[config.mk]
export PLATFORM = sky130hd
export DESIGN_NAME = bus_sync
export DESIGN_NICKNAME = d
export VERILOG_FILES = /design/src/design/bus_sync.sv
export SDC_FILE = /design/constraint.sdc
export NUM_CORES = 1
export LEC_CHECK = 0
export ABC_AREA = 0
export BUFFER_PORTS_ARGS = -buffer_cell sky130_fd_sc_hd__buf_2
export CAP_MARGIN = 25
export CORE_AREA = 2 2 39 41
export CTS_BUF_LIST = sky130_fd_sc_hd__clkbuf_4 sky130_fd_sc_hd__clkbuf_8
export CTS_CLUSTER_SIZE = 20
export DETAILED_ROUTE_END_ITERATION = 6
export DIE_AREA = 0 0 41 43
export PLACE_DENSITY = 0.52
export SYNTH_ARGS = -nofsm -noshare
export SYNTH_HDL_FRONTEND = slang
export SYNTH_SLANG_ARGS = --single-unit
[constraint.sdc]
create_clock -name clk20 -period 0.8 [get_ports clk20]
set_clock_uncertainty 0.1 [all_clocks]
set_input_delay 0.2 -clock clk20 [delete_from_list [all_inputs] [get_ports clk20]]
set_output_delay 0.2 -clock clk20 [all_outputs]
set_load 0.05 [all_outputs]
[src/design/bus_sync.sv]
//////////////////////////////////////////////////
// bus strobe synchronisers into clk20, with the
// settling taps and rising edge pulses
//////////////////////////////////////////////////

`timescale 1ns/10ps

module bus_sync (
   input  logic clk20,
   input  logic rst_n,
   input  logic rsync,
   input  logic rdin,
   input  logic rdout,
   input  logic rinit,
   output logic sync_s,      // synchronised rsync level
   output logic sync_rise,   // one cycle on rsync rising
   output logic din_s,
   output logic din_late,    // din_s one cycle later, lines have settled
   output logic dout_s,
   output logic dout_rise,
   output logic init_s
);

   // strobe bit positions: rinit, rsync, rdin, rdout
   localparam int I_INIT = 3;
   localparam int I_SYNC = 2;
   localparam int I_DIN  = 1;
   localparam int I_DOUT = 0;

   logic [3:0] meta;   // first flop, may go metastable
   logic [3:0] lvl;    // usable level, 2 cycles behind the pin
   logic [2:0] late;   // one more stage, rinit needs none

   always_ff @(posedge clk20) begin
      if (!rst_n) begin
         meta <= '0;
         lvl  <= '0;
         late <= '0;
      end else begin
         meta <= {rinit, rsync, rdin, rdout};
         lvl  <= meta;
         late <= lvl[2:0];
      end
   end

   assign sync_s    = lvl[I_SYNC];
   assign sync_rise = lvl[I_SYNC] & ~late[I_SYNC];
   assign din_s     = lvl[I_DIN];
   assign din_late  = late[I_DIN];
   assign dout_s    = lvl[I_DOUT];
   assign dout_rise = lvl[I_DOUT] & ~late[I_DOUT];
   assign init_s    = lvl[I_INIT];

   // sync edge pulse must never stretch, address capture relies on a single shot
   a_sync_rise_one: assert property (@(posedge clk20) disable iff (!rst_n)
      sync_rise |=> !sync_rise);

endmodule

==> impl_metrics.json <==
{
  "outcome": "finished, violations left",
  "failed_checks": "setup timing",
  "drt_iter0_drc": 0,
  "clkSinkCount": 11,
  "gr-total-overflow": 0,
  "fin_cells": 57,
  "antenna_cells": 0,
  "dieHeight_um": 43,
  "syn_nets": 31,
  "h-tree-depth": 1,
  "timing.reg2reg.worst_path_depth": 2,
  "antenna_found_initial": 0,
  "vias": 195,
  "dr.pass1.iters": 1,
  "clkTransAtPathRegs_ns": 0.07,
  "synth.top_cell.area_share_pct": 70.4,
  "yosys_warnings": 0,
  "drtAntennaViolNets": 0,
  "criticalPathCategory": "reg -> out",
  "grt_max_degree": 12,
  "max_freq_mhz": 834,
  "netlist_area_um2": 313,
  "grt_pass1_wl_um": 703,
  "hold_buffers": 0,
  "path_delay_family": "flip-flops",
  "worst_slack_ns": -0.400,
  "cts_buffer_depth": 2,
  "wl_um": 451,
  "coreArea_um2": 1380,
  "timing.hold.ws_ns": 0.0360,
  "crit_arrival_ns": 0.90,
  "path_buf_inv": 1,
  "period_share_pct": 150,
  "ir_worst_vdd_v": 0.000649,
  "rr_endpoint": "late[2]",
  "critPathSlowestCell": "dfxtp_4",
  "drcViolationCount": 0,
  "whs_path_depth": 2,
  "rsz0062_at_grt": "yes",
  "power_density_nw_per_um2": 2190,
  "slew_viol_final": 0,
  "holdPathEnd": "meta[0]",
  "routedWlPerCell_um": 7.91,
  "hold_class": "in -> reg",
  "min_period_ns": 1.20,
  "cts_buffers": 3,
  "globalRouteTotalUtil_pct": 6.86,
  "max_slew_margin_pct": 90.8,
  "end_kind": "output pin",
  "ys_ff_latch": 11,
  "io_pins": 13,
  "cts_tree": "done",
  "port_buffers": 12,
  "drive_above_1_share_pct": 58.5,
  "netlist_instances": 25,
  "synth_cell_type_count": 4,
  "grt_pass1_vias": 180,
  "synth_largest_area_cell": "dfxtp_1",
  "p_leak_nw": 0.225,
  "start_util_pct": 22.6,
  "finalHoldViolations": 0,
  "worstPathCellList": "nor2b_4 > buf_8",
  "finalPower_mw": 1.10,
  "place_congestion": 0.533,
  "hp-start": "rdout",
  "place_inst": 52,
  "worst_pin_slew_ns": 0.139,
  "clock_latency_ns": 0.26,
  "cp_max_fo": 3,
  "root_buffer": "clkbuf_4",
  "reg2reg_slack_ns": 0.01,
  "avgSynthCellArea_um2": 12.5,
  "die_x_um": 41,
  "yosysSeqAreaShare_pct": 70.4,
  "r2r_start": "lvl[2]",
  "rows": 14,
  "required_ns": 0.50,
  "synth_area_leaders": "dfxtp_1 (70%), and2_1 (22%), nor2b_1 (4.0%)",
  "setup_viol": 7,
  "via_per_inst": 3.42,
  "die_area_um2": 1760,
  "drv_cap": 0,
  "syn_to_final_growth_pct": 61.2,
  "slowest_delay_ns": 0.35,
  "fin_setup_tns_ns": -2.14,
  "fin_nets": 48,
  "dp_slack_ns": -0.205,
  "start_kind": "register"
}
-- cell usage after synthesis --
cell type and n:
and2_1 11, buf_6 1, dfxtp_1 11, nor2b_1 2
-- per-layer routing --
layer  up-vias  routed length, µm  part of all wire (%)  track usage [%]
li1        105                  -                     -                -
met1        82                194                    43             6.86
met2         8                222                    49             8.13
met3         0                 34                   7.5             3.14
met4         0                  0                     0             10.0
met5         -                  0                     0                0
-- registers in the layout (all words and copies together) (netlist names) --
| register | cells |
|---|---|
| lvl | 4 |
| meta | 4 |
| late | 3 |
-- layout make-up --
class                   count  area (µm²)
clock buffers               4        30.0
fillers                   142         880
flip-flops and latches     11         231
repair buffers             13         126
multi-input cells          13        96.3
well taps                  16        20.0
-- placed cells by master (no fill, tap or decap) --
| master | n |
|---|---|
| dfxtp_2 | 3 |
| dfxtp_4 | 2 |
| nor2b_4 | 2 |
| buf_2 | 5 |
| buf_6 | 3 |
| dfxtp_1 | 6 |
| buf_4 | 1 |
| buf_8 | 4 |
| and2_1 | 11 |
| clkbuf_4 | 4 |
-- power by group --
| group | internal [mW] | switching [mW] |
|---|---|---|
| clock | 0.227 | 0.175 |
| sequential | 0.567 | 0.00926 |
| combinational | 0.0576 | 0.0663 |
-- worst max path at each step --
stage	start	to	cells after the start	slack, ns
floorplan	lvl[0]	dout_rise	1	-0.27
global placement	lvl[0]	dout_rise	2	-0.19
detailed placement	lvl[2]	sync_rise	2	-0.21
CTS	lvl[2]	sync_rise	2	-0.42
global route	lvl[0]	dout_rise	2	-0.44
finish	lvl[0]	dout_rise	2	-0.40
-- through the flow --
| stage | util [%] | instance area [µm²] |
|---|---|---|
| 6_report | 36.4 | 504 |
| 5_1_grt | 36.4 | 504 |
| 4_1_cts | 34.6 | 479 |
| 3_5_place_dp | 29.5 | 408 |
| 3_3_place_gp | 29.5 | 408 |
| 2_1_floorplan | - | 339 |
-- logic make-up after synthesis --
| group | count (synthesis) | synth area share [%] |
|---|---|---|
| buffers and inverters | 1 | 3.60 |
| flip-flops | 11 | 70.4 |
| AND/OR/NAND/NOR | 13 | 26.0 |
-- repair_timing --
item / CTS / global route
buffers inserted: 0 / 1
setup endpoints to repair: 7 / 7
pin swaps: 0 / 0
resized for setup: 13 / 6
endpoints found under the hold margin: 0 / 0
No activity file was read; power rests on OpenSTA's default activity.
