**src/design/qbus_pkg.sv**
```systemverilog
//////////////////////////////////////////////////
// qbus widths, register bank base, panel geometry
// and the bus word union (address / data views)
//////////////////////////////////////////////////

package qbus_pkg;

   // bus line widths
   localparam int DAL_W    = 22;   // data/address lines
   localparam int DATA_W   = 16;   // one bus data word
   localparam int OFFSET_W = 13;   // i/o page offset that gets decoded

   // device register bank, sits at the old test register slot
   localparam logic [OFFSET_W-1:0] REG_BASE  = 13'o17720;
   localparam logic [DATA_W-1:0]   REG_RESET = {DATA_W{1'b1}};  // bus init value

   // indicator panel
   localparam int PANEL_WORD_W = 36;   // bits per panel word
   localparam int PANEL_WORDS  = 4;    // words per frame
   localparam int PANEL_DIV    = 128;  // clk20 cycles per panel bit

   // address phase view of the dal lines
   typedef struct packed {
      logic [DAL_W-OFFSET_W-1:0] hi;      // upper address bits, not decoded
      logic [OFFSET_W-1:0]       offset;  // offset inside the i/o page
   } dal_addr_t;

   // data phase view, word sits in the low lines
   typedef struct packed {
      logic [DAL_W-DATA_W-1:0] pad;   // upper lines carry nothing
      logic [DATA_W-1:0]       word;
   } dal_data_t;

   // same 22 lines, decoded either way depending on the bus phase
   typedef union packed {
      dal_addr_t addr;
      dal_data_t data;
   } dal_word_t;

endpackage

```
**src/design/addr_capture.sv**
```systemverilog
//////////////////////////////////////////////////
// address phase capture and register bank decode
//////////////////////////////////////////////////

`timescale 1ns/10ps

module addr_capture import qbus_pkg::*; #(
   parameter int NUM_REGS = 4
) (
   input  logic                        clk20,
   input  logic                        rst_n,
   input  logic                        sync_rise,
   input  dal_word_t                   dal,
   input  logic                        bs7,
   input  logic                        wtbt,
   input  logic                        sync_s,
   output logic                        hit,
   output logic [$clog2(NUM_REGS)-1:0] reg_index,
   output logic                        read_cycle,
   output dal_word_t                   captured_addr,
   output logic                        captured_bs7
);

   localparam int IDX_W = $clog2(NUM_REGS);

   logic                cap_valid;   // capture belongs to the current cycle
   logic [OFFSET_W-1:0] rel;         // byte offset from register 0
   logic                in_range;

   // address is taken on the synchronised sync edge, so the master
   // has to hold it on dal for 3 clk20 cycles after rsync
   always_ff @(posedge clk20) begin
      if (!rst_n) begin
         captured_addr <= '0;
         captured_bs7  <= 1'b0;
         read_cycle    <= 1'b0;
         cap_valid     <= 1'b0;
      end else begin
         if (sync_rise) begin
            captured_addr <= dal;     // address view of the lines
            captured_bs7  <= bs7;     // i/o page select
            read_cycle    <= ~wtbt;   // wtbt low means DATI
         end
         if (sync_rise)
            cap_valid <= 1'b1;
         else if (!sync_s)
            cap_valid <= 1'b0;        // cycle over
      end
   end

   // below-base offsets wrap around to large values and miss
   assign rel      = captured_addr.addr.offset - REG_BASE;
   assign in_range = rel < OFFSET_W'(2 * NUM_REGS);

   // word index, byte bit ignored
   assign reg_index = rel[IDX_W:1];

   // only while rsync is still up and the capture is this cycle's
   assign hit = sync_s & cap_valid & captured_bs7 & in_range;

endmodule

```
**config.mk**
```make
export PLATFORM = sky130hd
export DESIGN_NAME = addr_capture
export DESIGN_NICKNAME = d
export VERILOG_FILES = /design/src/design/qbus_pkg.sv /design/src/design/addr_capture.sv
export SDC_FILE = /design/constraint.sdc
export NUM_CORES = 1
export LEC_CHECK = 0
export BUFFER_PORTS_ARGS = -buffer_cell sky130_fd_sc_hd__buf_2
export CELL_PAD_IN_SITES_DETAIL_PLACEMENT = 2
export CELL_PAD_IN_SITES_GLOBAL_PLACEMENT = 2
export CORE_MARGIN = 2
export CORE_UTILIZATION = 28
export CTS_BUF_LIST = sky130_fd_sc_hd__clkbuf_4
export DETAILED_ROUTE_END_ITERATION = 10
export PLACE_DENSITY = 0.83
export REMOVE_ABC_BUFFERS = 1
export SLEW_MARGIN = 40
export SYNTH_ARGS = -nofsm -noshare
export SYNTH_HDL_FRONTEND = slang
export SYNTH_SLANG_ARGS = --single-unit
```
**constraint.sdc**
```tcl
create_clock -name clk20 -period 2.25 [get_ports clk20]
set_input_delay 0.225 -clock clk20 [delete_from_list [all_inputs] [get_ports clk20]]
set_output_delay 0.225 -clock clk20 [all_outputs]
set_load 0.01 [all_outputs]
```
==> impl_metrics.py <==
metrics = {
    "status": {
        "outcome": "completed",
    },
    "sta": {
        "setup_viol": 0,
        "fin_crit_ps": 2150,
        "slew_headroom_pct": 50.3,
        "fmax_mhz": 464,
        "worst_slew_pin_slew_ps": 746,
        "rsz0062_at_grt": "yes",
        "finalClockSkew_ps": 0,
        "timing.final.crit_share_pct": 95.7,
        "drv_slew": 0,
        "setup_slack_ps": 96.3,
        "fin_hold_ws_ps": 154,
        "finalHoldViolations": 0,
    },
    "routing": {
        "first_pass_iters": 3,
        "drt_iter0_drc": 6,
        "drt-wirelength-per-cell_um": 14.0,
        "drc": 0,
        "vias": 885,
        "antenna_left": 0,
        "vias_per_cell": 4.61,
        "routed_wl_mm": 2.69,
    },
    "power": {
        "irDropWorstVdd_v": 0.000224,
        "p_leak_nw": 0.688,
        "p_total_uw": 847,
        "powerDensity_nw_per_um2": 611,
    },
    "yosys": {
        "ys_types": 16,
        "synth-warning-count": 0,
        "yosysTopAreaCell": "dfxtp_1",
        "yosysTopAreaCellShare_pct": 49.0,
        "synthesis.area_um2": 1020,
        "synth_seq_cells": 25,
        "yosys-top-cells-area": "dfxtp_1 49%, mux2i_1 23%, nor2b_1 15%",
        "synthesis.instances": 94,
        "seq_area_frac_synth_pct": 49.0,
        "synth.avg_cell_area_um2": 10.9,
    },
    "global_routing": {
        "grt-ovfl-total": 0,
        "grt_first_pass_wirelength_mm": 4.59,
        "grt_max_degree": 27,
        "grt_usage_pct": 13.8,
        "antenna_found_initial": 0,
        "grt_pass1_vias": 983,
    },
    "worst_setup_path": {
        "reg2reg_depth": 2,
        "r2r_start": "captured_addr[3]",
        "path_buf_inv": 2,
        "start_kind": "flip-flop",
        "startpoint": "captured_addr[4]",
        "cp_num_cells": 5,
        "cp_slowest_cell": "or4b_4",
        "path_max_fanout": 4,
        "r2r_setup_slack_ps": 1480,
        "crit_arrival_ps": 1930,
        "critPathRequiredTime_ps": 2030,
        "critPathKind": "reg2out",
        "critical_path.endpoint": "hit",
        "cpLargestDelayFamily": "simple AND/OR/NAND/NOR gates",
        "max_stage_delay_ps": 520,
        "worstReg2RegEnd": "captured_addr[3]",
        "end_kind": "output pin",
        "path_cells": "inv_4, ha_4, or4b_4, a2111oi_4, buf_2",
    },
    "clock_network": {
        "cts.sinks": 25,
        "clock_latency_ps": 300,
        "ctsHtreeMaxLevel": 1,
        "tritoncts.num_buffers": 3,
        "clkTransAtPathRegs_ps": 140,
        "cts_root_buf": "clkbuf_4",
        "clockBufferDepth": 2,
        "cts_tree": "done",
    },
    "die": {
        "die_y_um": 64.4,
        "die_area_um2": 4150,
        "fp-row-count": 21,
        "pin_count": 55,
        "coreArea_um2": 3420,
        "start_util_pct": 29.9,
        "fp.dieW_um": 64.4,
    },
    "placed_design": {
        "routabilityCongestion": 0.644,
        "port_buffers": 54,
        "dp_slack_ps": 337,
        "dp.final_hpwl_mm": 2.07,
        "place_area_um2": 1310,
    },
    "final_layout": {
        "antennaDiodeCount": 0,
        "fin_area_um2": 1390,
        "layout_common_cells": "54 x buf_2, 24 x nor2b_1, 23 x mux2i_1, 23 x dfxtp_1, 4 x clkbuf_4",
        "drive_gt1_share_pct": 44.5,
        "area_growth_pct": 35.7,
        "final_common_cell": "buf_2",
        "num-nets-final": 176,
    },
    "worst_hold_path": {
        "worstHoldPathType": "in2reg",
    },
    "flow_run": {
        "drv_cap": 0,
    },
}
[layout make-up]
type / instances / area [um^2]
fillers: 383 / 2030
flip-flops and latches: 25 / 505
multi-input cells: 59 / 500
repair buffers: 55 / 278
well taps: 46 / 57.6
clock buffers: 4 / 30.0
inverters: 3 / 13.8
[power by group]
group | internal [mW] | switching (mW)
sequential | 0.469 | 0.0202
combinational | 0.0746 | 0.0706
clock | 0.0811 | 0.131
total | 0.625 | 0.222
[cells by family after synthesis]
kind of cell	Yosys count	synth area share, %
AOI/OAI and AO/OA	3	2.94
adders and majority gates	1	1.23
buffers and inverters	10	4.78
DFF	25	49.0
muxes	23	22.5
and+or+nand+nor	32	19.5
[synthesized netlist by cell type]
| library cell | number |
|---|---|
| clkbuf_1 | 2 |
| nor2b_1 | 24 |
| buf_2 | 3 |
| nor4_1 | 1 |
| a2111oi_2 | 1 |
| buf_4 | 2 |
| inv_1 | 3 |
| nor4b_1 | 1 |
| a21oi_1 | 1 |
| mux2i_1 | 23 |
| dfxtp_1 | 25 |
| or4b_1 | 1 |
| nand2_1 | 3 |
| ha_1 | 1 |
| o211a_1 | 1 |
| nand4_1 | 2 |
[how the worst min path moves through the flow]
stage	to	from	slack [ps]	cells past startpoint
2_1_floorplan	cap_valid	rst_n	350	1
3_3_place_gp	read_cycle	read_cycle	460	1
3_5_place_dp	read_cycle	read_cycle	480	1
4_1_cts	read_cycle	wtbt	150	3
5_1_grt	read_cycle	wtbt	130	3
6_report	read_cycle	wtbt	150	3
[sequential cells by signal, indices dropped and copies added (netlist names)]
signal and flops:
cap_valid 1, captured_addr 22, captured_bs7 1, read_cycle 1
[through the flow]
step / util, % / setup TNS (ps) / std cells
after global placement: 38.4 / 0 / 187
after detailed placement: 38.4 / 0 / 187
after global routing: 40.5 / -14.1 / 192
after CTS: 39.3 / 0 / 191
final: 40.5 / 0 / 192
after floorplan: - / 0 / 87
[timing repair]
| action | CTS | global route |
|---|---|---|
| setup buffers | 0 | 1 |
| hold buffers | 0 | 0 |
| resized for setup | 1 | 8 |
| gates cloned | 0 | 0 |
| pin swaps | 0 | 3 |
| setup endpoints to repair | 1 | 1 |
[layer usage]
layer  wire length (um)  vias to the layer above  GRT usage (%)  share of wire (%)
li1                   -                      418              -                  -
met1               1160                      427           17.4                 43
met2               1310                       38           24.1                 49
met3                209                        2           3.52                7.8
met4                  9                        0           2.39               0.33
met5                  0                        -              0                  0
[worst reg2reg max path, cell delays in order (launching register included)]
cell	delay (ps)
dfxtp_1	450
mux2i_1	110
nor2b_1	150
Power figures use the tool's default switching activity.
