===== src/design/qbus_pkg.sv =====
//////////////////////////////////////////////////
// qbus widths, register bank base, panel geometry
// and the bus word union (address / data views)
//////////////////////////////////////////////////

package qbus_pkg;

   // bus line widths
   localparam int DAL_W    = 22;   // data/address lines
   localparam int DATA_W   = 16;   // one bus data word
   localparam int OFFSET_W = 13;   // i/o page offset that gets decoded

   // device register bank, sits at the old test register slot
   localparam logic [OFFSET_W-1:0] REG_BASE  = 13'o17720;
   localparam logic [DATA_W-1:0]   REG_RESET = {DATA_W{1'b1}};  // bus init value

   // indicator panel
   localparam int PANEL_WORD_W = 36;   // bits per panel word
   localparam int PANEL_WORDS  = 4;    // words per frame
   localparam int PANEL_DIV    = 128;  // clk20 cycles per panel bit

   // address phase view of the dal lines
   typedef struct packed {
      logic [DAL_W-OFFSET_W-1:0] hi;      // upper address bits, not decoded
      logic [OFFSET_W-1:0]       offset;  // offset inside the i/o page
   } dal_addr_t;

   // data phase view, word sits in the low lines
   typedef struct packed {
      logic [DAL_W-DATA_W-1:0] pad;   // upper lines carry nothing
      logic [DATA_W-1:0]       word;
   } dal_data_t;

   // same 22 lines, decoded either way depending on the bus phase
   typedef union packed {
      dal_addr_t addr;
      dal_data_t data;
   } dal_word_t;

endpackage


===== src/design/csr_bank.sv =====
//////////////////////////////////////////////////
// device register bank, DATO write, DATI read
//////////////////////////////////////////////////

`timescale 1ns/10ps

module csr_bank import qbus_pkg::*; #(
   parameter int NUM_REGS = 4
) (
   input  logic                        clk20,
   input  logic                        rst_n,
   input  logic                        init_s,      // bus init, synchronised
   input  logic                        dout_rise,
   input  logic                        hit,
   input  logic                        read_cycle,
   input  logic [$clog2(NUM_REGS)-1:0] reg_index,
   input  logic [DATA_W-1:0]           wr_data,
   output logic [DATA_W-1:0]           rd_data,
   output logic [DATA_W-1:0]           reg0         // for the panel
);

   logic [DATA_W-1:0] regs [NUM_REGS];
   logic              wr_en;

   // write lands 3 cycles after rdout rises, data held by the master
   assign wr_en = dout_rise & hit & ~read_cycle;

   always_ff @(posedge clk20) begin
      if (!rst_n || init_s) begin
         for (int i = 0; i < NUM_REGS; i++) begin
            regs[i] <= REG_RESET;   // all ones like the old test register
         end
      end else if (wr_en) begin
         regs[reg_index] <= wr_data;
      end
   end

   // read mux, top level decides when it reaches the lines
   assign rd_data = regs[reg_index];
   assign reg0    = regs[0];

endmodule


===== config.mk =====
export PLATFORM = sky130hd
export DESIGN_NAME = csr_bank
export DESIGN_NICKNAME = d
export VERILOG_FILES = /design/src/design/qbus_pkg.sv /design/src/design/csr_bank.sv
export SDC_FILE = /design/constraint.sdc
export NUM_CORES = 1
export LEC_CHECK = 0
export BUFFER_PORTS_ARGS = -buffer_cell sky130_fd_sc_hd__buf_2
export CORE_MARGIN = 8
export CORE_UTILIZATION = 50
export CTS_CLUSTER_SIZE = 24
export DETAILED_ROUTE_END_ITERATION = 10
export PLACE_DENSITY = 0.73
export SYNTH_ARGS = -nofsm -noshare
export SYNTH_HDL_FRONTEND = slang
export SYNTH_SLANG_ARGS = --single-unit

===== constraint.sdc =====
create_clock -name clk20 -period 7.1 [get_ports clk20]
set_clock_uncertainty 0.2 [all_clocks]
set_input_delay 1.42 -clock clk20 [delete_from_list [all_inputs] [get_ports clk20]]
set_output_delay 1.42 -clock clk20 [all_outputs]
set_load 0.02 [all_outputs]

==> flow_metrics.tcl, run 1 <==
set metrics [dict create \
    status "completed" \
    first_pass_iters 5 \
    ys_seq_elements 64 \
    drive_above_1_share_pct 38.05 \
    start_util_pct 51.64 \
    setup_violations 0 \
    num_vias 1769 \
    synth_top_area_cell "edfxtp_1" \
    end_kind "primary output" \
    cp.arrival_ns 2.76 \
    post_cts_buffers 0 \
    synth_ff_type "edfxtp_1" \
    p_leak_nw 1.049 \
    seq_area_mm2 0.001922 \
    die_w_um 93.97 \
    yosysMostFrequentCell "nand3b_1" \
    yosysTopAreaCellShare_pct 63.24 \
    worst_pin_slew_ns 1.122 \
    timing.fmax_mhz 228.4 \
    synth_top_cells_by_count "nand3b_1, edfxtp_1, mux4_1, mux4_2" \
    grt.overflow.total 0 \
    cts_root_buf "clkbuf_8" \
    numCtsBuffers 9 \
    h-tree-depth 3 \
    ys_seq_area_share_pct 63.24 \
    hold_slack_ns 1.188 \
    tns_ns 0 \
    cts.sinks 64 \
    synth_warnings 0 \
    grt_usage_pct 14.80 \
    min_path_cells 2 \
    synth-edff-count 64 \
    dieArea_mm2 0.008829 \
    cts_hold_buf 0 \
    fin_nets 245 \
    hpwlAfterDp_um 3776 \
    grt_pass1_vias 1850 \
    ctsLongestPathBuffers 2 \
    worstPathCellList "buf_2 -> mux4_1 -> buf_2" \
    peakVddDrop_v 0.0001241 \
    reg.largest.list "regs: 64 flops" \
    slew_violations 0 \
    fin_crit_ns 4.378 \
    routabilityCongestion 0.7085 \
    cp-start-kind "input port" \
    rows 28 \
    cp_common_cell "buf_2" \
    post_drt_wl_per_cell_um 20.49 \
    drtAntennaViolNets 0 \
    synth_nets 197 \
    io_buffers 55 \
    grt_pass1_wl_um 9660 \
    multiInputGateArea_um2 999.7 \
    via_per_inst 5.877 \
    core_mm2 0.005886 \
    finalCritPeriodShare_pct 61.67 \
    rsz0062_at_grt "false" \
    antenna_found_initial 0 \
    placed_cells 285 \
    min_path_type "input port to flop" \
    ys_async_sr_fraction_pct 0 \
    crit_path_max_incr_delay_ns 0.63 \
    cp_slowest_cell "mux4_1" \
    drt_wl_total_um 6168 \
    drc 0 \
    slew-limit-headroom_pct 25.21 \
    grt_max_degree 67 \
    n_antenna_cell 0 \
    syn_area_mm2 0.003039 \
    clk_pin_slew_ns 0.07 \
    power.density_mw_per_mm2 228.2 \
    yosys-top-cells-area "edfxtp_1, nand3b_1, mux4_1, mux4_2, buf_6" \
    crit_type "input port to primary output" \
    synth_cell_types 19 \
    syn_to_final_growth_pct 13.63 \
    regMostFlops "regs" \
    crit_required_ns 5.48 \
    drtIter0Drc 148 \
    fin_cells 301 \
    finalHoldViolCount 0 \
    largest_register_ffs 64 \
    avgSynthCellArea_um2 17.57 \
    dieHeight_um 93.97 \
    synthCells 173 \
    fillers 467 \
    ctsResizeCount 0 \
    maxCapViolCount 0 \
    pin_count 56 \
    crit_fanout 21 \
    tritoncts "built" \
]
metrics by stage:
stage	power [mW]	area, um^2	util, %	setup slack (ns)
floorplan	0.5101	3039	-	3.226
global placement	0.5406	3291	55.91	2.694
detailed placement	0.5418	3291	55.91	2.697
CTS	0.7951	3453	58.67	2.697
global route	0.8192	3453	58.67	2.639
finish	0.7880	3453	58.67	2.722
logic make-up after synthesis:
kind of cell	count (synthesis)	share of synthesized area (%)
simple gates	71	18.28
mux	16	12.84
flops	64	63.24
buf+inv	18	4.569
compound gates	4	1.070
path summary, 6_finish.rpt:
| path | from | endpoint |
|---|---|---|
| max | reg_index[0] | rd_data[0] |
| min | wr_data[8] | regs[0][8]$_SDFFCE_PN1P_ |
per-layer routing:
metal  track usage [%]  wire length, um  up-vias  share of wire (%)
li1                  -                -      803                  -
met1             17.27             2560      905                 42
met2             23.98             3183       50                 52
met3             3.197              271       11                4.4
met4             10.04              153        0                2.5
met5                 0                0        -                  0
worst max-delay path: cells and delay by family:
kind / cells / cell delay (ns)
buf+inv: 2 / 0.70
mux: 1 / 0.63
cell type report:
| class | instances | share of cell area (%) |
|---|---|---|
| Timing Repair Buffer | 55 | 7.971 |
| Clock inverter | 7 | 1.123 |
| Clock buffer | 9 | 3.587 |
| Sequential cell | 64 | 55.65 |
| Tap cell | 75 | 2.717 |
| Multi-Input combinational cell | 91 | 28.95 |
cells in the final DEF, fill, tap and decap left out:
cell | synthesis | routed
and4bb_1 | 1 | 1
nand3b_1 | 65 | 65
and3b_2 | 0 | 1
and4bb_2 | 1 | 1
clkinvlp_4 | 0 | 2
clkinv_1 | 0 | 1
nor4b_4 | 1 | 1
mux4_2 | 8 | 8
o31ai_4 | 0 | 1
clkbuf_8 | 0 | 9
clkinv_2 | 0 | 4
buf_2 | 5 | 55
a21bo_2 | 2 | 2
nor2b_2 | 0 | 1
o21ai_2 | 0 | 1
edfxtp_1 | 64 | 64
mux4_1 | 8 | 8
nand2_1 | 1 | 1
power by group:
part,internal [mW],switching [mW]
clock,0.123,0.133
combinational,0.0353,0.0543
sequential,0.436,0.00641
Note: power is estimated with default switching activity, not from simulation.
==> run 2, diff against run 1 <==
- clock period: 7.1 -> 4.2 ns (I/O delays scaled with it)
==> run 2 against run 1 <==
Clock power increased by 89%. Wire length increased by 0.84%. First-iteration DRC count decreased by 28%. Count of clock-buffer cells in the layout increased by 2. Flip-flop and latch count unchanged. Cell area increased by 0.91%. Global-route usage increased by 0.083 points. Via count decreased by 0.79%. Combinational power increased by 69%. Core utilization increased by 0.53 points. Critical path depth unchanged. Critical endpoint is now rd_data[6]. Largest cell class unchanged. Highest routed layer unchanged.
==> flow_metrics.tcl, run 2 (same netlist as run 1, synthesis figures left out) <==
set metrics [dict create \
    status "completed" \
    finalHoldViolCount 0 \
    post_drt_wl_per_cell_um 20.53 \
    num_vias 1755 \
    h-tree-depth 3 \
    cp_common_cell "buf_2" \
    fin_area_mm2 0.003485 \
    core_mm2 0.005886 \
    timing.fmax_mhz 310.2 \
    fin_cells 303 \
    cp-start-kind "input port" \
    ctsResizeCount 0 \
    antenna_found_initial 0 \
    p_leak_nw 1.070 \
    layout_common_cells "nand3b_1, edfxtp_1, buf_2, clkbuf_8" \
    cts_root_buf "clkbuf_8" \
    slew_violations 0 \
    crit_type "input port to primary output" \
    hold_slack_ns 0.6054 \
    power.density_mw_per_mm2 397.0 \
    regMostFlops "regs" \
    cp_top_family "buffers and inverters" \
    n_antenna_cell 0 \
    placed_cells 287 \
    ctsLongestPathBuffers 2 \
    grt.overflow.total 0 \
    grt_max_degree 36 \
    finalCritPeriodShare_pct 76.75 \
    drtIter0Drc 106 \
    crit_path_max_incr_delay_ns 0.64 \
    rsz0062_at_grt "false" \
    setup_violations 0 \
    slew-limit-headroom_pct 27.92 \
    fin_nets 247 \
    fin_crit_ns 3.223 \
    tns_ns 0 \
    cts.sinks 64 \
    start_util_pct 51.64 \
    final_common_cell "nand3b_1" \
    post_cts_buffers 0 \
    grt_pass1_vias 1829 \
    worst_slack_ns 0.9767 \
    dieArea_mm2 0.008829 \
    hpwlAfterDp_um 3757 \
    first_pass_iters 4 \
    drt_wl_total_um 6220 \
    clk_pin_slew_ns 0.06 \
    reg.largest.list "regs: 64 flops" \
    via_per_inst 5.792 \
    die_w_um 93.97 \
    routabilityCongestion 0.7075 \
    design_power_total_mw 1.383 \
    cts_hold_buf 0 \
    grt_usage_pct 14.89 \
    dieHeight_um 93.97 \
    place_area_mm2 0.003306 \
    numCtsBuffers 9 \
    peakVddDrop_v 0.0002629 \
    drive_above_1_share_pct 37.28 \
    rows 28 \
    cp.arrival_ns 2.18 \
    crit_fanout 21 \
    worst_pin_slew_ns 1.077 \
    worstPathCellList "buf_2 -> mux4_1 -> buf_2" \
    fillers 475 \
    io_buffers 55 \
    final_util_pct 59.20 \
    syn_to_final_growth_pct 14.66 \
    drc 0 \
    drtAntennaViolNets 0 \
    crit_required_ns 3.16 \
    pin_count 56 \
    crit_buf_inv 2 \
    largest_register_ffs 64 \
    end_kind "primary output" \
    cp_slowest_cell "mux4_1" \
    pre_cts_ws_ns 0.9523 \
    maxCapViolCount 0 \
    tritoncts "built" \
    min_path_type "input port to flop" \
    grt_pass1_wl_um 9722 \
]
==> run 2: cell count changes in the layout (fill, tap and decap cells not counted), sizes merged <==
cell      delta
bufinv       +1
clkinvlp     -2
buf          +2
clkinv       -1
clkbuf       +2
==> run 2: path summary, 6_finish.rpt <==
| kind | from | end | slack, ns | cells past startpoint |
|---|---|---|---|---|
| hold / removal | wr_data[9] | regs[3][9]$_DFFE_PP_ | 0.61 | 2 |
| setup / recovery | reg_index[0] | rd_data[6] | 0.98 | 3 |
==> run 2: area by class of cell <==
class	instances	area, um^2	area share [%]
clock buffer	11	131.4	3.770
clock inverter	5	47.55	1.364
multi-input combinational	91	999.7	28.69
sequential	64	1922	55.15
tap	75	93.84	2.693
timing repair buffer	57	290.3	8.330
==> run 2: power breakdown <==
part,switching (mW),internal [mW],total (mW)
clock,0.215,0.268,0.483
sequential,0.0107,0.737,0.748
combinational,0.0913,0.0605,0.152
==> run 2: layer usage <==
| layer | part of all wire (%) | vias up | wire, um | GRT usage (%) |
|---|---|---|---|---|
| met5 | 0 | - | 0 | 0 |
| met4 | 2.2 | 0 | 138 | 8.587 |
| met3 | 3.7 | 11 | 230 | 2.718 |
| met2 | 52 | 46 | 3260 | 24.74 |
| met1 | 42 | 891 | 2590 | 17.73 |
| li1 | - | 807 | - | - |
