**config.mk**
```make
export PLATFORM = sky130hd
export DESIGN_NAME = panel_driver
export DESIGN_NICKNAME = d
export VERILOG_FILES = /design/src/design/qbus_pkg.sv /design/src/design/panel_driver.sv
export SDC_FILE = /design/constraint.sdc
export NUM_CORES = 1
export LEC_CHECK = 0
export BUFFER_PORTS_ARGS = -buffer_cell sky130_fd_sc_hd__buf_2
export CAP_MARGIN = 20
export CORE_ASPECT_RATIO = 0.8
export CORE_MARGIN = 1
export CORE_UTILIZATION = 59
export CTS_BUF_LIST = sky130_fd_sc_hd__clkbuf_2
export CTS_CLUSTER_DIAMETER = 50
export DETAILED_ROUTE_END_ITERATION = 8
export PLACE_DENSITY = 0.87
export REMOVE_ABC_BUFFERS = 1
export SYNTH_ARGS = -nofsm -noshare
export SYNTH_HDL_FRONTEND = slang
export SYNTH_SLANG_ARGS = --single-unit
```
**constraint.sdc**
```tcl
create_clock -name clk20 -period 2.7 [get_ports clk20]
set_clock_uncertainty 0.15 [all_clocks]
set_input_delay 0.135 -clock clk20 [delete_from_list [all_inputs] [get_ports clk20]]
set_output_delay 0.135 -clock clk20 [all_outputs]
set_load 0.05 [all_outputs]
```
**src/design/qbus_pkg.sv**
```systemverilog
//////////////////////////////////////////////////
// qbus widths, register bank base, panel geometry
// and the bus word union (address / data views)
//////////////////////////////////////////////////

package qbus_pkg;

   // bus line widths
   localparam int DAL_W    = 22;   // data/address lines
   localparam int DATA_W   = 16;   // one bus data word
   localparam int OFFSET_W = 13;   // i/o page offset that gets decoded

   // device register bank, sits at the old test register slot
   localparam logic [OFFSET_W-1:0] REG_BASE  = 13'o17720;
   localparam logic [DATA_W-1:0]   REG_RESET = {DATA_W{1'b1}};  // bus init value

   // indicator panel
   localparam int PANEL_WORD_W = 36;   // bits per panel word
   localparam int PANEL_WORDS  = 4;    // words per frame
   localparam int PANEL_DIV    = 128;  // clk20 cycles per panel bit

   // address phase view of the dal lines
   typedef struct packed {
      logic [DAL_W-OFFSET_W-1:0] hi;      // upper address bits, not decoded
      logic [OFFSET_W-1:0]       offset;  // offset inside the i/o page
   } dal_addr_t;

   // data phase view, word sits in the low lines
   typedef struct packed {
      logic [DAL_W-DATA_W-1:0] pad;   // upper lines carry nothing
      logic [DATA_W-1:0]       word;
   } dal_data_t;

   // same 22 lines, decoded either way depending on the bus phase
   typedef union packed {
      dal_addr_t addr;
      dal_data_t data;
   } dal_word_t;

endpackage

```
**src/design/panel_driver.sv**
```systemverilog
//////////////////////////////////////////////////
// indicator panel: bit clock, frame count,
// snapshot of bus state and serial shift out
//////////////////////////////////////////////////

`timescale 1ns/10ps

module panel_driver import qbus_pkg::*; (
   input  logic              clk20,
   input  logic              rst_n,
   input  logic              init_s,
   input  logic              dal_tx,
   input  dal_word_t         dal,             // raw bus lines
   input  logic              read_cycle,
   input  logic              bs7,             // captured bs7
   input  dal_word_t         captured_addr,
   input  logic              trply,
   input  logic [DATA_W-1:0] reg0,
   output logic              ip_clk,
   output logic              ip_latch,
   output logic              ip_out
);

   localparam int FRAME_BITS = PANEL_WORDS * PANEL_WORD_W;   // 144
   localparam int DIV_W      = $clog2(PANEL_DIV);
   localparam int CNT_W      = $clog2(FRAME_BITS + 1);       // one extra slot for latch

   logic [DIV_W-1:0]        div;
   logic [CNT_W-1:0]        bit_cnt;   // FRAME_BITS means latch slot
   logic [FRAME_BITS-1:0]   shreg;
   logic                    bit_tick;
   logic                    latch_slot;
   logic [PANEL_WORD_W-1:0] w0;
   logic [PANEL_WORD_W-1:0] w1;
   logic [PANEL_WORD_W-1:0] w2;
   logic [PANEL_WORD_W-1:0] w3;

   // panel words, msb lamp first
   assign w0 = {dal_tx, 1'b0, dal, {(PANEL_WORD_W - DAL_W - 2){1'b0}}};
   assign w1 = {read_cycle, bs7, captured_addr, {(PANEL_WORD_W - DAL_W - 2){1'b0}}};
   assign w2 = {trply, {(PANEL_WORD_W - 1){1'b0}}};
   assign w3 = {reg0, {(PANEL_WORD_W - DATA_W){1'b0}}};

   assign bit_tick   = (div == DIV_W'(PANEL_DIV - 1));     // end of a bit time
   assign latch_slot = (bit_cnt == CNT_W'(FRAME_BITS));

   always_ff @(posedge clk20) begin
      if (!rst_n || init_s) begin
         div      <= '0;
         bit_cnt  <= '0;
         shreg    <= '0;      // first frame after reset shows dark
         ip_clk   <= 1'b0;
         ip_latch <= 1'b0;
      end else begin
         div <= bit_tick ? '0 : div + 1'b1;

         if (bit_tick) begin
            if (latch_slot) begin
               shreg   <= {w0, w1, w2, w3};   // snapshot at frame start
               bit_cnt <= '0;
            end else begin
               shreg   <= shreg << 1;
               bit_cnt <= bit_cnt + 1'b1;
            end
         end

         // clock high in second half of a bit, data changed half a bit earlier
         ip_clk   <= (div >= DIV_W'(PANEL_DIV / 2)) && !latch_slot;
         ip_latch <= latch_slot;   // one bit time between frames
      end
   end

   assign ip_out = shreg[FRAME_BITS-1];

endmodule

```
==> results.txt <==
----------------------------------------------------
[Pwr]
  Leak ... roughly 2.3 nW
  Overall power after layout ... 3.66 mW
  Peak supply drop ... around 410 uV
  Power density over the cells ... ~560 nW/um^2

[Critical path]
  Worst path arrival time ... 3.08 ns
  R2R cell count ... 8
  FF-to-FF Start ... bit_cnt[0]
  Number of cells on the critical path ... 8
  Critical path's largest stage delay ... ~0.48 ns
  FF-to-FF setup slack ... between 0.09 and 0.1 ns
  Type of the setup path with the least slack ... reg -> reg
  Combined buffer and inverter count along the critical path ... 3
  Critical Path Start Type ... flip-flop
  Worst reg2reg path endpoint ... shreg[103]
  Critical path data required time ... 3.17 ns
  Family with the most delay on the worst path ... simple AND/OR/NAND/NOR gates
  Crit-path cells ... inv_1 > ha_1 > or4b_4 > nor4b_4 > buf_6 > buf_12 > mux2i_1 > o2bb2ai_1
  Critical-path cell with the highest stage delay ... sky130_fd_sc_hd__or4b_4
  Maximum net fanout on the critical path ... 23
  Type of destination of the critical path ... flip-flop

[Clock network]
  Number of buffers on the longest clock path ... 2
  Register clock-pin slew on the reported worst setup and hold paths ... 0.25 ns
  Clock tree from TritonCTS ... built
  Number of H-tree levels ... 4
  Clk root buf ... sky130_fd_sc_hd__clkbuf_2
  Number of CTS-inserted buffers ... 17
  Num Clock Sinks ... 141
  Skew-Pair Late Insertion Delay ... about 0.73 ns

[Final layout]
  Share of final-layout standard cells stronger than drive strength 1 ... 0.200
  Area growth from synthesis to layout ... 26.4%
  Area occupied by multi-input gates ... approximately 2200 um^2
  Post-route design area ... roughly 6600 um^2
  Final core utilization ... 0.772
  NumNets Final ... between 600 and 700
  Leading cell types in the layout, fill and taps excluded ... 141 x sky130_fd_sc_hd__dfxtp_1, 69 x sky130_fd_sc_hd__buf_2, 67 x sky130_fd_sc_hd__dlygate4sd3_1
  N_diodes ... 0
  Commonest non-fill, non-tap cell in the layout ... sky130_fd_sc_hd__dfxtp_1
  Storage cell area ... between 2000 and 3000 um^2
  Filler cell count ... around 500

[Global route]
  All-Layer GR Usage ... 0.303
  Maximum number of pins on one net before global-route repair ... ~130
  Total congestion overflow ... 0
  First-pass GRT wire length ... around 21,000 um
  Antenna violations before repair ... 0
  Number of global-route vias before repair ... slightly above 4,000

[Synth]
  Area share of the largest cell type after synthesis ... 0.545
  Avg Synthesized Cell Area ... between 10 and 15 um^2
  Leading cell types by total area after synthesis ... sky130_fd_sc_hd__dfxtp_1 54%, sky130_fd_sc_hd__mux2i_1 12%, sky130_fd_sc_hd__o2bb2ai_1 11%
  Share of synthesized area occupied by flip-flops and latches ... 0.545
  Gate Count Post-Synth ... 433
  Post-synthesis instance area ... approximately 5200 um^2
  Synth area leader ... sky130_fd_sc_hd__dfxtp_1
  Count of state elements after synthesis ... 141
  Number of distinct library cells after synthesis ... 34
  Total of warnings raised by yosys ... 0

[STA]
  Tightest slew margin relative to the limit ... 0.563
  Tmin final ... between 2 and 3 ns
  Unrepaired setup endpoints after global routing ... no
  Number of hold-slack violations in the final timing report ... 0
  Total Negative Setup Slacks ... 0 ns
  Number of slew-limit violations in the final report ... 0
  Period utilisation layout ... 0.966
  Least setup slack across all paths after layout ... approximately 0.09 ns
  Final setup viols ... 0
  Transition time at the pin with the least slew margin ... between 0.6 and 0.7 ns
  Fmax ... 383 MHz

[Floorplan]
  Io pins ... 70
  DIE HEIGHT ... roughly 86 um
  Total Die Area ... roughly 9000 um^2
  DIE WIDTH ... roughly 110 um
  CORE AREA ... 8480 um^2
  Starting density of the core ... 0.611
  Number of core rows ... 30

[Drt]
  Routed len/inst ... 19.1 um
  Remaining antenna violation count after routing ... 0
  Number of search-and-repair iterations in the first detailed-routing pass ... 9
  Iteration-0 DRC count of the detailed router ... around 300
  Overall routed net length ... 13,100 um
  Via count normalized by instance count ... 5.90
  Total DRC errors in the routed layout ... 1
  Total vias in the final route ... slightly above 4,000

[Placed design]
  Routability Congestion ... 0.885
  Port Buffer Count ... between 60 and 70
  Post-DP Area ... 5600 um^2
  Worst slack, placed ... 0.290 ns
  Detailed placer's ending HPWL ... approximately 6100 um

[Outcome]
  Status ... complete, but fails checks
  Failing checks ... DRC

[Min path]
  Endpoint with the worst hold slack ... shreg[99]
  Start point of the worst hold path ... captured_addr[15]
  Path category of the worst min-delay check ... in -> reg
  Cell count of the worst hold path ... 4

[Run]
  Reported max-cap violation count ... 0

----------------------------------------------------
[worst register-to-register path: stages, from the launching register on]
cell and delay, ns:
sky130_fd_sc_hd__dfxtp_1 0.41, sky130_fd_sc_hd__inv_1 0.08, sky130_fd_sc_hd__ha_1 0.17, sky130_fd_sc_hd__or4b_4 0.48, sky130_fd_sc_hd__nor4b_4 0.37, sky130_fd_sc_hd__buf_6 0.21, sky130_fd_sc_hd__buf_12 0.21, sky130_fd_sc_hd__mux2i_1 0.30
sky130_fd_sc_hd__o2bb2ai_1 0.11
[flip-flops by register name (all words and copies together), names as in the netlist]
register,cells
bit_cnt,8
shreg,124
div,7
ip_latch,1
ip_clk,1
[report_power, final]
part,switching (mW),internal [mW],total [mW]
Combinational,0.0720,0.105,0.177
Sequential,0.000845,2.09,2.09
Clock,0.851,0.544,1.39
[through the flow]
| step | instances | hold WS [ns] |
|---|---|---|
| final | 686 | 0.0459 |
| after CTS | 686 | 0.0434 |
| after detailed placement | 587 | 0.255 |
| after floorplan | 397 | 0.137 |
| after global placement | 587 | 0.251 |
| after global routing | 686 | 0.0331 |
[kinds of logic (layout without fill, tap and decap cells)]
logic type,after synthesis,count (layout),synth area share
DFF,141,141,0.545
AOI/OAI and AO/OA,136,136,0.226
buffers and inverters,39,180,0.0406
and+or+nand+nor,45,45,0.0495
muxes,63,63,0.122
xor gates and xnor gates,6,6,0.0101
adders and majority gates,3,3,0.00725
[per-layer routing]
layer  up-vias  share of wire  GRT usage
met3        47          0.054     0.0714
li1       1918              -          -
met1      1925           0.40      0.347
met5         -              0          0
met2       159           0.51      0.511
met4         0          0.036      0.198
[timing repair]
| item | in CTS | in global routing |
|---|---|---|
| setup buffers | 0 | 0 |
| endpoints found under the hold margin | 80 | 0 |
| hold buffers | 67 | 0 |
| resized for setup | 0 | 1 |
| setup endpoints to repair | 0 | 1 |
[synth_stat cells]
cell,instances
sky130_fd_sc_hd__a21oi_1,2
sky130_fd_sc_hd__buf_6,7
sky130_fd_sc_hd__clkbuf_1,26
sky130_fd_sc_hd__nand3_1,6
sky130_fd_sc_hd__and3_1,5
sky130_fd_sc_hd__o31ai_1,1
sky130_fd_sc_hd__nor4_1,1
sky130_fd_sc_hd__ha_1,3
sky130_fd_sc_hd__o21ai_1,2
sky130_fd_sc_hd__dfxtp_1,141
sky130_fd_sc_hd__o21a_1,1
sky130_fd_sc_hd__nand2_1,7
sky130_fd_sc_hd__or3_1,1
sky130_fd_sc_hd__mux2i_1,63
sky130_fd_sc_hd__nand2b_1,1
sky130_fd_sc_hd__or4b_4,1
sky130_fd_sc_hd__o21ai_0,2
sky130_fd_sc_hd__xor2_1,2
sky130_fd_sc_hd__nand4_1,1
sky130_fd_sc_hd__o2bb2ai_1,63
sky130_fd_sc_hd__nor4b_4,1
sky130_fd_sc_hd__nor2_1,12
sky130_fd_sc_hd__buf_8,1
sky130_fd_sc_hd__nor3_1,2
sky130_fd_sc_hd__xnor2_1,4
sky130_fd_sc_hd__nor3_2,1
sky130_fd_sc_hd__inv_1,3
sky130_fd_sc_hd__buf_1,2
sky130_fd_sc_hd__or2_2,1
sky130_fd_sc_hd__a22o_1,61
sky130_fd_sc_hd__and2_1,1
sky130_fd_sc_hd__nor3b_1,3
sky130_fd_sc_hd__nor2b_1,1
sky130_fd_sc_hd__a32o_1,4
[final cells by class]
cell class	instances	share of cell area
Inverter	3	0.00172
Timing Repair Buffer	145	0.174
Tap cell	112	0.0214
Clock buffer	18	0.0138
Clock inverter	14	0.0281
Sequential cell	141	0.431
Multi-Input combinational cell	253	0.330
[how the worst max path moves through the flow]
stage | endpoint | from | slack, ns
after detailed placement | shreg[138] | bit_cnt[0] | 0.29
after floorplan | bit_cnt[1] | bit_cnt[0] | -3.62
final | shreg[103] | bit_cnt[0] | 0.09
after global routing | shreg[103] | bit_cnt[0] | 0.002
after CTS | shreg[138] | bit_cnt[0] | 0.26
after global placement | shreg[119] | bit_cnt[0] | 0.37
No activity file was read; power rests on OpenSTA's default activity.
